<file path="config.mk">
export PLATFORM = sky130hd
export DESIGN_NAME = graph_ctrl
export DESIGN_NICKNAME = d
export VERILOG_FILES = /design/src/design/graph_pkg.sv /design/src/design/graph_ctrl.sv /design/src/design/progress_counters.sv /design/src/design/read_data_router.sv /design/src/design/vertex_cu.sv /design/src/design/rr_arbiter.sv /design/src/design/job_fifo.sv
export SDC_FILE = /design/constraint.sdc
export NUM_CORES = 2
export LEC_CHECK = 0
export BUFFER_PORTS_ARGS = -buffer_cell sky130_fd_sc_hd__clkbuf_2
export CAP_MARGIN = 20
export CORE_MARGIN = 1.5
export CORE_UTILIZATION = 35
export DETAILED_ROUTE_END_ITERATION = 6
export GPL_TIMING_DRIVEN = 0
export PLACE_DENSITY_LB_ADDON = 0.2
export SLEW_MARGIN = 10
export SYNTH_ARGS = -nofsm -noshare
export SYNTH_HDL_FRONTEND = slang
export SYNTH_SLANG_ARGS = --single-unit
</file>
<file path="constraint.sdc">
create_clock -name clock -period 5.91 [get_ports clock]
set_clock_uncertainty 0.05 [all_clocks]
set_input_delay 0.591 -clock clock [delete_from_list [all_inputs] [get_ports clock]]
set_output_delay 0.591 -clock clock [all_outputs]
set_load 0.05 [all_outputs]
</file>
<file path="src/design/graph_pkg.sv">
`default_nettype none

package graph_pkg;

	// Field widths
	localparam int VERTEX_W   = 16;
	localparam int ADDR_W     = 32;
	localparam int EDGE_CNT_W = 8;
	localparam int CU_ID_W    = 3;
	localparam int DONE_W     = 32;

	// One vertex job as queued from the host
	typedef struct packed {
		logic [VERTEX_W-1:0]   vertex;
		logic [ADDR_W-1:0]     edge_start;
		logic [EDGE_CNT_W-1:0] edge_count;
	} vertex_job_t;

	// One edge read, tagged with its issuing CU
	typedef struct packed {
		logic [ADDR_W-1:0]  addr;
		logic [CU_ID_W-1:0] cu_id;
	} read_cmd_t;

	// Default sizing of the controller
	localparam int NUM_CU_DEFAULT    = 4;
	localparam int JOB_DEPTH_DEFAULT = 8;
	localparam int CMD_DEPTH_DEFAULT = 4;

	// Arbiter slot periods in cycles
	localparam int DISPATCH_PERIOD = 8;
	localparam int READ_PERIOD     = 4;

endpackage

`default_nettype wire
</file>
<file path="src/design/graph_ctrl.sv">
`timescale 1ns/1ps
`default_nettype none

module graph_ctrl
	import graph_pkg::*;
#(
	parameter int NUM_CU    = NUM_CU_DEFAULT,
	parameter int JOB_DEPTH = JOB_DEPTH_DEFAULT,
	parameter int CMD_DEPTH = CMD_DEPTH_DEFAULT
) (
	input  logic                  clock,
	input  logic                  rstn,
	input  logic                  enable,
	input  logic [CU_ID_W:0]      active_cus,
	input  logic                  job_valid,
	input  logic [VERTEX_W-1:0]   job_vertex,
	input  logic [ADDR_W-1:0]     job_edge_start,
	input  logic [EDGE_CNT_W-1:0] job_edge_count,
	output logic                  job_ready,
	output logic                  rd_cmd_valid,
	output logic [ADDR_W-1:0]     rd_cmd_addr,
	output logic [CU_ID_W-1:0]    rd_cmd_cu_id,
	input  logic                  rd_cmd_stall,
	input  logic                  rd_resp_valid,
	input  logic [CU_ID_W-1:0]    rd_resp_cu_id,
	output logic [DONE_W-1:0]     vertex_done_count,
	output logic [DONE_W-1:0]     edge_done_count
);

	vertex_job_t                  job_in;
	vertex_job_t                  job_head;
	logic                         job_empty;
	logic                         job_almost_full;
	logic [NUM_CU-1:0]            active_mask;
	logic [NUM_CU-1:0]            cu_job_req;
	logic [NUM_CU-1:0]            job_elig;
	logic [NUM_CU-1:0]            job_grant;
	logic [NUM_CU-1:0]            cu_cmd_valid;
	logic [ADDR_W-1:0]            cu_cmd_addr [NUM_CU];
	logic [NUM_CU-1:0]            cu_cmd_full;
	logic [NUM_CU-1:0]            cmd_empty;
	read_cmd_t                    cmd_head [NUM_CU];
	logic [NUM_CU-1:0]            rd_req;
	logic [NUM_CU-1:0]            rd_grant;
	read_cmd_t                    sel_cmd;
	logic [NUM_CU-1:0]            cu_resp_valid;
	logic [NUM_CU-1:0]            cu_done;
	logic [NUM_CU*EDGE_CNT_W-1:0] cu_done_edges;

	//////////////////////////////////////////////////////////////////////
	// Job buffer and dispatch
	//////////////////////////////////////////////////////////////////////

	assign job_in.vertex     = job_vertex;
	assign job_in.edge_start = job_edge_start;
	assign job_in.edge_count = job_edge_count;

	// Two free entries cover a push already on its way
	assign job_ready = !job_almost_full;

	job_fifo #(
		.payload_t(vertex_job_t),
		.DEPTH    (JOB_DEPTH)
	) u_job_fifo (
		.clock      (clock),
		.rstn       (rstn),
		.push       (job_valid),
		.data_in    (job_in),
		.pop        (|job_grant),
		.data_out   (job_head),
		.full       (),
		.almost_full(job_almost_full),
		.empty      (job_empty)
	);

	// Only CUs below the run-time limit take part
	always_comb begin
		for (int i = 0; i < NUM_CU; i++) begin
			active_mask[i] = ((CU_ID_W + 1)'(i) < active_cus);
		end
	end

	assign job_elig = active_mask & cu_job_req & {NUM_CU{!job_empty}};

	rr_arbiter #(
		.N          (NUM_CU),
		.SLOT_PERIOD(DISPATCH_PERIOD)
	) u_dispatch_arb (
		.clock   (clock),
		.rstn    (rstn),
		.enable  (enable),
		.requests(job_elig),
		.grant   (job_grant)
	);

	//////////////////////////////////////////////////////////////////////
	// Compute units with their command FIFOs
	//////////////////////////////////////////////////////////////////////

	for (genvar i = 0; i < NUM_CU; i++) begin : g_cu
		read_cmd_t cmd_in;

		assign cmd_in.addr  = cu_cmd_addr[i];
		assign cmd_in.cu_id = CU_ID_W'(i);

		vertex_cu u_cu (
			.clock     (clock),
			.rstn      (rstn),
			.enable    (enable),
			.job_req   (cu_job_req[i]),
			.job_grant (job_grant[i]),
			.job       (job_head),
			.cmd_valid (cu_cmd_valid[i]),
			.cmd_addr  (cu_cmd_addr[i]),
			.cmd_full  (cu_cmd_full[i]),
			.resp_valid(cu_resp_valid[i]),
			.done      (cu_done[i]),
			.done_edges(cu_done_edges[i*EDGE_CNT_W +: EDGE_CNT_W])
		);

		job_fifo #(
			.payload_t(read_cmd_t),
			.DEPTH    (CMD_DEPTH)
		) u_cmd_fifo (
			.clock      (clock),
			.rstn       (rstn),
			.push       (cu_cmd_valid[i]),
			.data_in    (cmd_in),
			.pop        (rd_grant[i]),
			.data_out   (cmd_head[i]),
			.full       (cu_cmd_full[i]),
			.almost_full(),
			.empty      (cmd_empty[i])
		);
	end

	//////////////////////////////////////////////////////////////////////
	// Read command merge onto the memory port
	//////////////////////////////////////////////////////////////////////

	// Stall seen now blocks the command of the next cycle
	assign rd_req = active_mask & ~cmd_empty & {NUM_CU{!rd_cmd_stall}};

	rr_arbiter #(
		.N          (NUM_CU),
		.SLOT_PERIOD(READ_PERIOD)
	) u_read_arb (
		.clock   (clock),
		.rstn    (rstn),
		.enable  (enable),
		.requests(rd_req),
		.grant   (rd_grant)
	);

	always_comb begin
		sel_cmd = '0;
		for (int i = 0; i < NUM_CU; i++) begin
			if (rd_grant[i]) begin
				sel_cmd = cmd_head[i];
			end
		end
	end

	always_ff @(posedge clock or negedge rstn) begin
		if (!rstn) begin
			rd_cmd_valid <= 1'b0;
		end else begin
			rd_cmd_valid <= |rd_grant;
		end
	end

	always_ff @(posedge clock) begin
		if (|rd_grant) begin
			rd_cmd_addr  <= sel_cmd.addr;
			rd_cmd_cu_id <= sel_cmd.cu_id;
		end
	end

	//////////////////////////////////////////////////////////////////////
	// Response routing and totals
	//////////////////////////////////////////////////////////////////////

	read_data_router #(
		.NUM_CU(NUM_CU)
	) u_router (
		.clock        (clock),
		.rstn         (rstn),
		.rd_resp_valid(rd_resp_valid),
		.rd_resp_cu_id(rd_resp_cu_id),
		.cu_resp_valid(cu_resp_valid)
	);

	progress_counters #(
		.NUM_CU(NUM_CU)
	) u_counters (
		.clock            (clock),
		.rstn             (rstn),
		.enable           (enable),
		.cu_done          (cu_done),
		.cu_done_edges    (cu_done_edges),
		.vertex_done_count(vertex_done_count),
		.edge_done_count  (edge_done_count)
	);

endmodule

`default_nettype wire

</file>
<file path="src/design/progress_counters.sv">
`timescale 1ns/1ps
`default_nettype none

module progress_counters
	import graph_pkg::*;
#(
	parameter int NUM_CU = NUM_CU_DEFAULT
) (
	input  logic                         clock,
	input  logic                         rstn,
	input  logic                         enable,
	input  logic [NUM_CU-1:0]            cu_done,
	input  logic [NUM_CU*EDGE_CNT_W-1:0] cu_done_edges,
	output logic [DONE_W-1:0]            vertex_done_count,
	output logic [DONE_W-1:0]            edge_done_count
);

	logic [DONE_W-1:0] vertex_sum;
	logic [DONE_W-1:0] edge_sum;

	// Several CUs may finish in the same cycle
	always_comb begin
		vertex_sum = '0;
		edge_sum   = '0;
		for (int i = 0; i < NUM_CU; i++) begin
			if (cu_done[i]) begin
				vertex_sum = vertex_sum + 1'b1;
				edge_sum   = edge_sum + DONE_W'(cu_done_edges[i*EDGE_CNT_W +: EDGE_CNT_W]);
			end
		end
	end

	always_ff @(posedge clock or negedge rstn) begin
		if (!rstn) begin
			vertex_done_count <= '0;
			edge_done_count   <= '0;
		end else if (enable) begin
			vertex_done_count <= vertex_done_count + vertex_sum;
			edge_done_count   <= edge_done_count + edge_sum;
		end
	end

endmodule

`default_nettype wire

</file>
<file path="src/design/read_data_router.sv">
`timescale 1ns/1ps
`default_nettype none

module read_data_router
	import graph_pkg::*;
#(
	parameter int NUM_CU = NUM_CU_DEFAULT
) (
	input  logic               clock,
	input  logic               rstn,
	input  logic               rd_resp_valid,
	input  logic [CU_ID_W-1:0] rd_resp_cu_id,
	output logic [NUM_CU-1:0]  cu_resp_valid
);

	logic [NUM_CU-1:0] resp_decode;

	// One-hot by CU id
	always_comb begin
		for (int i = 0; i < NUM_CU; i++) begin
			resp_decode[i] = rd_resp_valid && (rd_resp_cu_id == CU_ID_W'(i));
		end
	end

	always_ff @(posedge clock or negedge rstn) begin
		if (!rstn) begin
			cu_resp_valid <= '0;
		end else begin
			cu_resp_valid <= resp_decode;
		end
	end

endmodule

`default_nettype wire

</file>
<file path="src/design/vertex_cu.sv">
`timescale 1ns/1ps
`default_nettype none

module vertex_cu
	import graph_pkg::*;
(
	input  logic                  clock,
	input  logic                  rstn,
	input  logic                  enable,
	output logic                  job_req,
	input  logic                  job_grant,
	input  vertex_job_t           job,
	output logic                  cmd_valid,
	output logic [ADDR_W-1:0]     cmd_addr,
	input  logic                  cmd_full,
	input  logic                  resp_valid,
	output logic                  done,
	output logic [EDGE_CNT_W-1:0] done_edges
);

	typedef enum logic [1:0] {
		IDLE,
		ISSUE,
		WAIT,
		FINISH
	} cu_state_t;

	cu_state_t             state;
	vertex_job_t           cur_job;
	logic [EDGE_CNT_W-1:0] issue_idx;
	logic [EDGE_CNT_W-1:0] ret_count;
	logic                  take_job;
	logic                  last_issue;

	//////////////////////////////////////////////////////////////////////
	// Datapath toward the command FIFO and the counters
	//////////////////////////////////////////////////////////////////////

	assign take_job   = enable && (state == IDLE) && job_grant;
	assign cmd_valid  = enable && (state == ISSUE) && !cmd_full;
	assign last_issue = (issue_idx + 1'b1 == cur_job.edge_count);
	assign cmd_addr   = cur_job.edge_start + ADDR_W'(issue_idx);
	assign done       = enable && (state == FINISH);
	assign done_edges = cur_job.edge_count;

	// Job held for the whole traversal of its edges
	always_ff @(posedge clock) begin
		if (take_job) begin
			cur_job <= job;
		end
	end

	//////////////////////////////////////////////////////////////////////
	// Control FSM
	//////////////////////////////////////////////////////////////////////

	always_ff @(posedge clock or negedge rstn) begin
		if (!rstn) begin
			state     <= IDLE;
			job_req   <= 1'b0;
			issue_idx <= '0;
		end else if (enable) begin
			case (state)
				IDLE: begin
					job_req <= 1'b1;
					if (job_grant) begin
						job_req   <= 1'b0;
						issue_idx <= '0;
						// Vertex without edges has nothing to read
						state     <= (job.edge_count == '0) ? FINISH : ISSUE;
					end
				end
				ISSUE: begin
					if (cmd_valid) begin
						issue_idx <= issue_idx + 1'b1;
						if (last_issue) begin
							state <= WAIT;
						end
					end
				end
				WAIT: begin
					if (ret_count == cur_job.edge_count) begin
						state <= FINISH;
					end
				end
				FINISH: begin
					state   <= IDLE;
					job_req <= 1'b1;
				end
				default: begin
					state <= IDLE;
				end
			endcase
		end
	end

	// Returns are counted in any state, even while frozen,
	// since reads already in the memory still come back
	always_ff @(posedge clock or negedge rstn) begin
		if (!rstn) begin
			ret_count <= '0;
		end else if (take_job) begin
			ret_count <= '0;
		end else if (resp_valid) begin
			ret_count <= ret_count + 1'b1;
		end
	end

endmodule

`default_nettype wire

</file>
<file path="src/design/rr_arbiter.sv">
`timescale 1ns/1ps
`default_nettype none

module rr_arbiter #(
	parameter int N           = 4,
	parameter int SLOT_PERIOD = 4
) (
	input  logic         clock,
	input  logic         rstn,
	input  logic         enable,
	input  logic [N-1:0] requests,
	output logic [N-1:0] grant
);

	localparam int CNT_W = (SLOT_PERIOD > 1) ? $clog2(SLOT_PERIOD) : 1;
	localparam int IDX_W = (N > 1) ? $clog2(N) : 1;

	logic [CNT_W-1:0] slot_cnt;
	logic [IDX_W-1:0] last_ptr;
	logic [IDX_W-1:0] grant_idx;
	logic             found;
	int               idx;

	// Search starts just past the last winner
	always_comb begin
		grant     = '0;
		grant_idx = last_ptr;
		found     = 1'b0;
		idx       = 0;
		if (enable && slot_cnt == '0) begin
			for (int off = 1; off <= N; off++) begin
				idx = (int'(last_ptr) + off) % N;
				if (!found && requests[idx]) begin
					found      = 1'b1;
					grant[idx] = 1'b1;
					grant_idx  = IDX_W'(idx);
				end
			end
		end
	end

	always_ff @(posedge clock or negedge rstn) begin
		if (!rstn) begin
			slot_cnt <= '0;
			// First winner is index 0
			last_ptr <= IDX_W'(N - 1);
		end else if (enable) begin
			slot_cnt <= (slot_cnt == CNT_W'(SLOT_PERIOD - 1)) ? '0 : slot_cnt + 1'b1;
			if (found) begin
				last_ptr <= grant_idx;
			end
		end
	end

endmodule

`default_nettype wire

</file>
<file path="src/design/job_fifo.sv">
`timescale 1ns/1ps
`default_nettype none

module job_fifo #(
	parameter type payload_t = logic,
	parameter int  DEPTH     = 8
) (
	input  logic     clock,
	input  logic     rstn,
	input  logic     push,
	input  payload_t data_in,
	input  logic     pop,
	output payload_t data_out,
	output logic     full,
	output logic     almost_full,
	output logic     empty
);

	localparam int PTR_W = (DEPTH > 1) ? $clog2(DEPTH) : 1;
	localparam int CNT_W = $clog2(DEPTH + 1);

	payload_t         mem [DEPTH];
	logic [PTR_W-1:0] wr_ptr;
	logic [PTR_W-1:0] rd_ptr;
	logic [CNT_W-1:0] count;
	logic             do_push;
	logic             do_pop;

	assign do_push = push && !full;
	assign do_pop  = pop && !empty;

	// Status from the fill count
	assign full        = (count == CNT_W'(DEPTH));
	assign almost_full = (count >= CNT_W'(DEPTH - 1));
	assign empty       = (count == '0);

	// Head entry is visible without a pop
	assign data_out = mem[rd_ptr];

	always_ff @(posedge clock) begin
		if (do_push) begin
			mem[wr_ptr] <= data_in;
		end
	end

	always_ff @(posedge clock or negedge rstn) begin
		if (!rstn) begin
			wr_ptr <= '0;
			rd_ptr <= '0;
			count  <= '0;
		end else begin
			if (do_push) begin
				wr_ptr <= (wr_ptr == PTR_W'(DEPTH - 1)) ? '0 : wr_ptr + 1'b1;
			end
			if (do_pop) begin
				rd_ptr <= (rd_ptr == PTR_W'(DEPTH - 1)) ? '0 : rd_ptr + 1'b1;
			end
			// Simultaneous push and pop leave the count alone
			if (do_push && !do_pop) begin
				count <= count + 1'b1;
			end else if (do_pop && !do_push) begin
				count <= count - 1'b1;
			end
		end
	end

endmodule

`default_nettype wire

</file>
==> flow_summary.toml <==
[layout]
final_cell_mix = "sky130_fd_sc_hd__edfxtp_1, sky130_fd_sc_hd__mux4_2, sky130_fd_sc_hd__nand2_1"
fraction_of_layout_cells_with_a_size_suffix_above_1 = 0.226
seq_area_um2 = 35600
flow.area_growth_from_synthesis_pct = 18.3
nets = 4098
filler_cell_count = 14160
multiInputGateArea_um2 = 18400
most_frequent_standard_cell_in_the_layout_excluding_fill_and_tap_cells = "sky130_fd_sc_hd__edfxtp_1"
post-route-util = 0.417
final_cell_count_without_fillers = 6025

[critical_path]
reg2reg_depth = 29
critical_path_class = "flop to flop"
data_arrival_time_of_the_critical_path_ns = 6.39
rr_startpoint = "g_cu[0].u_cu.state[0]"
worst_path_largest_cell_delay_ns = 0.42
worstReg2RegEnd = "u_counters.edge_done_count[13]"
critical-path-top-cell-by-count = "sky130_fd_sc_hd__o21ai_2"
critical_path.slowest_cell = "sky130_fd_sc_hd__dfrtp_1"
crit_path_start_kind = "flop"
crit_required_ns = 6.55
timing.reg2reg.setup_slack_ns = 0.16
worstPathMaxFanout = 5
critical_path.endpoint_type = "flop"

[timing]
layout_setup_ws_ns = 0.159
measured_slew_at_the_worst_slew_check_pin_ns = 1.11
slew_violations = 0
finalHoldViolCount = 0
tns_setup_ns = 0
final_clock_period_utilization_by_the_worst_path = 0.973
headroom_to_the_max_slew_limit = 0.253
fmax_mhz = 174
unrepaired_setup_endpoints_after_global_routing = "yes"
setup_violating_endpoint_count_in_the_final_report = 0
min_period_ns = 5.75

[floorplan]
core_area_um2 = 154000
boundaryPins = 170
floorplan.rows = 144
design.die.area_um2 = 158000
start_util = 0.353
die_h_um = 397
die_width_um = 397

[cts]
cts.path.max_buffers = 3
root_buffer_master = "sky130_fd_sc_hd__clkbuf_16"
clkLatencyLatePin_ns = 0.77
cts_buffers = 140
cts_htree_levels = 4
cts.reportedPaths.clkPinSlew_ns = 0.06
tritoncts = "built"
clock_sink_count = 1218

[drt]
drtAntennaViolNets = 0
drcViolationCount = 4
detailroute.via_count = 30617
routed-wl-met3_um = 6290
wirelength_um = 136000
wl_met2_um = 66400
drt-vias-per-instance = 5.08
initial_detailed_routing_violation_count = 2413
wl_met1_um = 60300
top_layer = "met4"
wl_per_cell_um = 22.6
count_of_tritonroute_iterations_in_the_first_routing_pass = 7

[global_route]
grt_start_max_net_pins = 86
grt.total_usage = 0.175
globalRouteOverflowTotal = 0
grt_first_pass_wirelength_um = 204000
first_global_vias = 31023
antenna_violations_before_repair = 2

[pwr]
combinationalPowerShare = 0.319
clock_power_share = 0.288
internal-power_uw = 19400
p_switching_uw = 9800
static-leakage-power_uw = 0.0226
power-per-cell-area_nw_per_um2 = 454
power.sequential.fraction = 0.392
switching_share = 0.336
vdd.ir_drop.worst_mv = 0.404
p_total_uw = 29200

[run_status]
outcome = "finished with violations"
violations = "design-rule violations"

[synthesis]
synth.yosys.seq_area_share = 0.655
postSynth.asyncResetShare = 0.158
synth.distinct_cells = 99
synth_area_um2 = 54400
synth-edff-count = 1026
yosysWarnings = 0
synth_seq_cells = 1218
synthFlopType = "sky130_fd_sc_hd__edfxtp_1"
syn-instance-count = 3474
syn-mean-instance-area_um2 = 15.6

[flow_run]
cap_violations = 0

[worst_hold_path]
hold_path_class = "input pin to flop"
min_delay_path_depth = 1
holdCritStartpoint = "job_edge_count[6]"
min_to = "u_job_fifo.mem[3][6]"

[placement]
dp_hpwl_um = 98100
place.gp.congestion = 0.824
post_placement_cell_count = 5721
placement.io_buffers = 151
dp_slack_ns = -1.28
-- registers in the layout, indices dropped and copies added, names as in the netlist, 12 cells and up --
register / flops
g_cu.u_cmd_fifo.count: 12
g_cu.u_cmd_fifo.mem: 512
g_cu.u_cu.cur_job: 128
g_cu.u_cu.done_edges: 32
g_cu.u_cu.issue_idx: 32
g_cu.u_cu.ret_count: 32
rd_cmd_addr: 32
u_counters.edge_done_count: 32
u_counters.vertex_done_count: 32
u_job_fifo.mem: 320
-- per-layer routing --
metal	up-vias	global-route usage
li1	14216	-
met1	15556	0.237
met2	680	0.288
met3	165	0.0312
met4	0	0.0511
met5	-	0
-- final cells by class --
cell class                      instances  share of cell area
Clock inverter                         74              0.0112
Antenna cell                            1           0.0000389
Buffer                                132             0.00963
Multi-Input combinational cell       1999               0.286
Clock buffer                          181              0.0581
Sequential cell                      1218               0.554
Tap cell                             2044              0.0398
Inverter                              123             0.00718
Timing Repair Buffer                  253              0.0346
-- power groups by stage --
stage	clock network [uW]	registers [uW]	logic, uW
6_report	8410	11400	9320
4_1_cts	8630	11400	9390
3_5_place_dp	0	11600	9200
5_1_grt	8980	11600	10100
2_1_floorplan	0	12000	5560
3_3_place_gp	0	11700	8840
-- logic make-up after synthesis --
kind of cell	after synthesis	synth area share
mux	318	0.108
other cells	1	0.0000690
simple gates	764	0.0701
fa+ha+maj	163	0.0394
compound gates	446	0.0584
flops	1218	0.655
buf+inv	258	0.0192
xor+xnor	306	0.0493
-- through the flow --
stage	cell area, um^2	hold WS (ns)
finish	64300	0.0586
CTS	64000	0.00154
floorplan	54600	0.245
global placement	57900	0.410
global route	64300	0.0216
detailed placement	59000	0.416
-- cells in the mapped netlist, drive strengths merged, types with 55 or more instances --
cell / instances / share of area
dfrtp: 188 / 0.087
mux4: 209 / 0.087
clkbuf: 103 / 0.0071
nor2: 190 / 0.013
a21oi: 92 / 0.0086
inv: 123 / 0.0085
nand2: 195 / 0.014
edfxtp: 1026 / 0.57
xor2: 146 / 0.024
mux2: 72 / 0.015
ha: 148 / 0.034
o21ai: 116 / 0.011
xnor2: 160 / 0.026
nand4: 55 / 0.0066
nand3: 94 / 0.0087
-- critical path: cells and delay by family (launching register included) --
family	cells	cell delay [ns]
DFF	1	0.42
xor gates and xnor gates	3	0.42
AOI/OAI and AO/OA	13	2.09
buffers and inverters	2	0.25
and+or+nand+nor	5	0.74
adders and majority gates	6	1.70
-- worst max-delay path by stage --
stage	startpoint	end	slack, ns	cells past startpoint
2_1_floorplan	enable	u_counters.edge_done_count[17]	-0.003	32
3_3_place_gp	job_valid	u_job_fifo.mem[0][23]	-1.78	5
3_5_place_dp	enable	u_counters.edge_done_count[17]	-1.28	33
4_1_cts	g_cu[0].u_cu.state[0]	u_counters.edge_done_count[29]	-0.03	30
5_1_grt	g_cu[0].u_cu.state[0]	u_counters.edge_done_count[13]	-0.08	29
6_report	g_cu[0].u_cu.state[0]	u_counters.edge_done_count[13]	0.16	29
-- repair_timing --
item	CTS	global route
gates cloned	1	0
gates resized for setup	39	44
endpoints found under the hold margin	140	0
pin swaps	30	38
setup buffers	13	10
setup endpoints to repair	24	23
hold buffers	22	0
(Power assumes the default switching activity.)
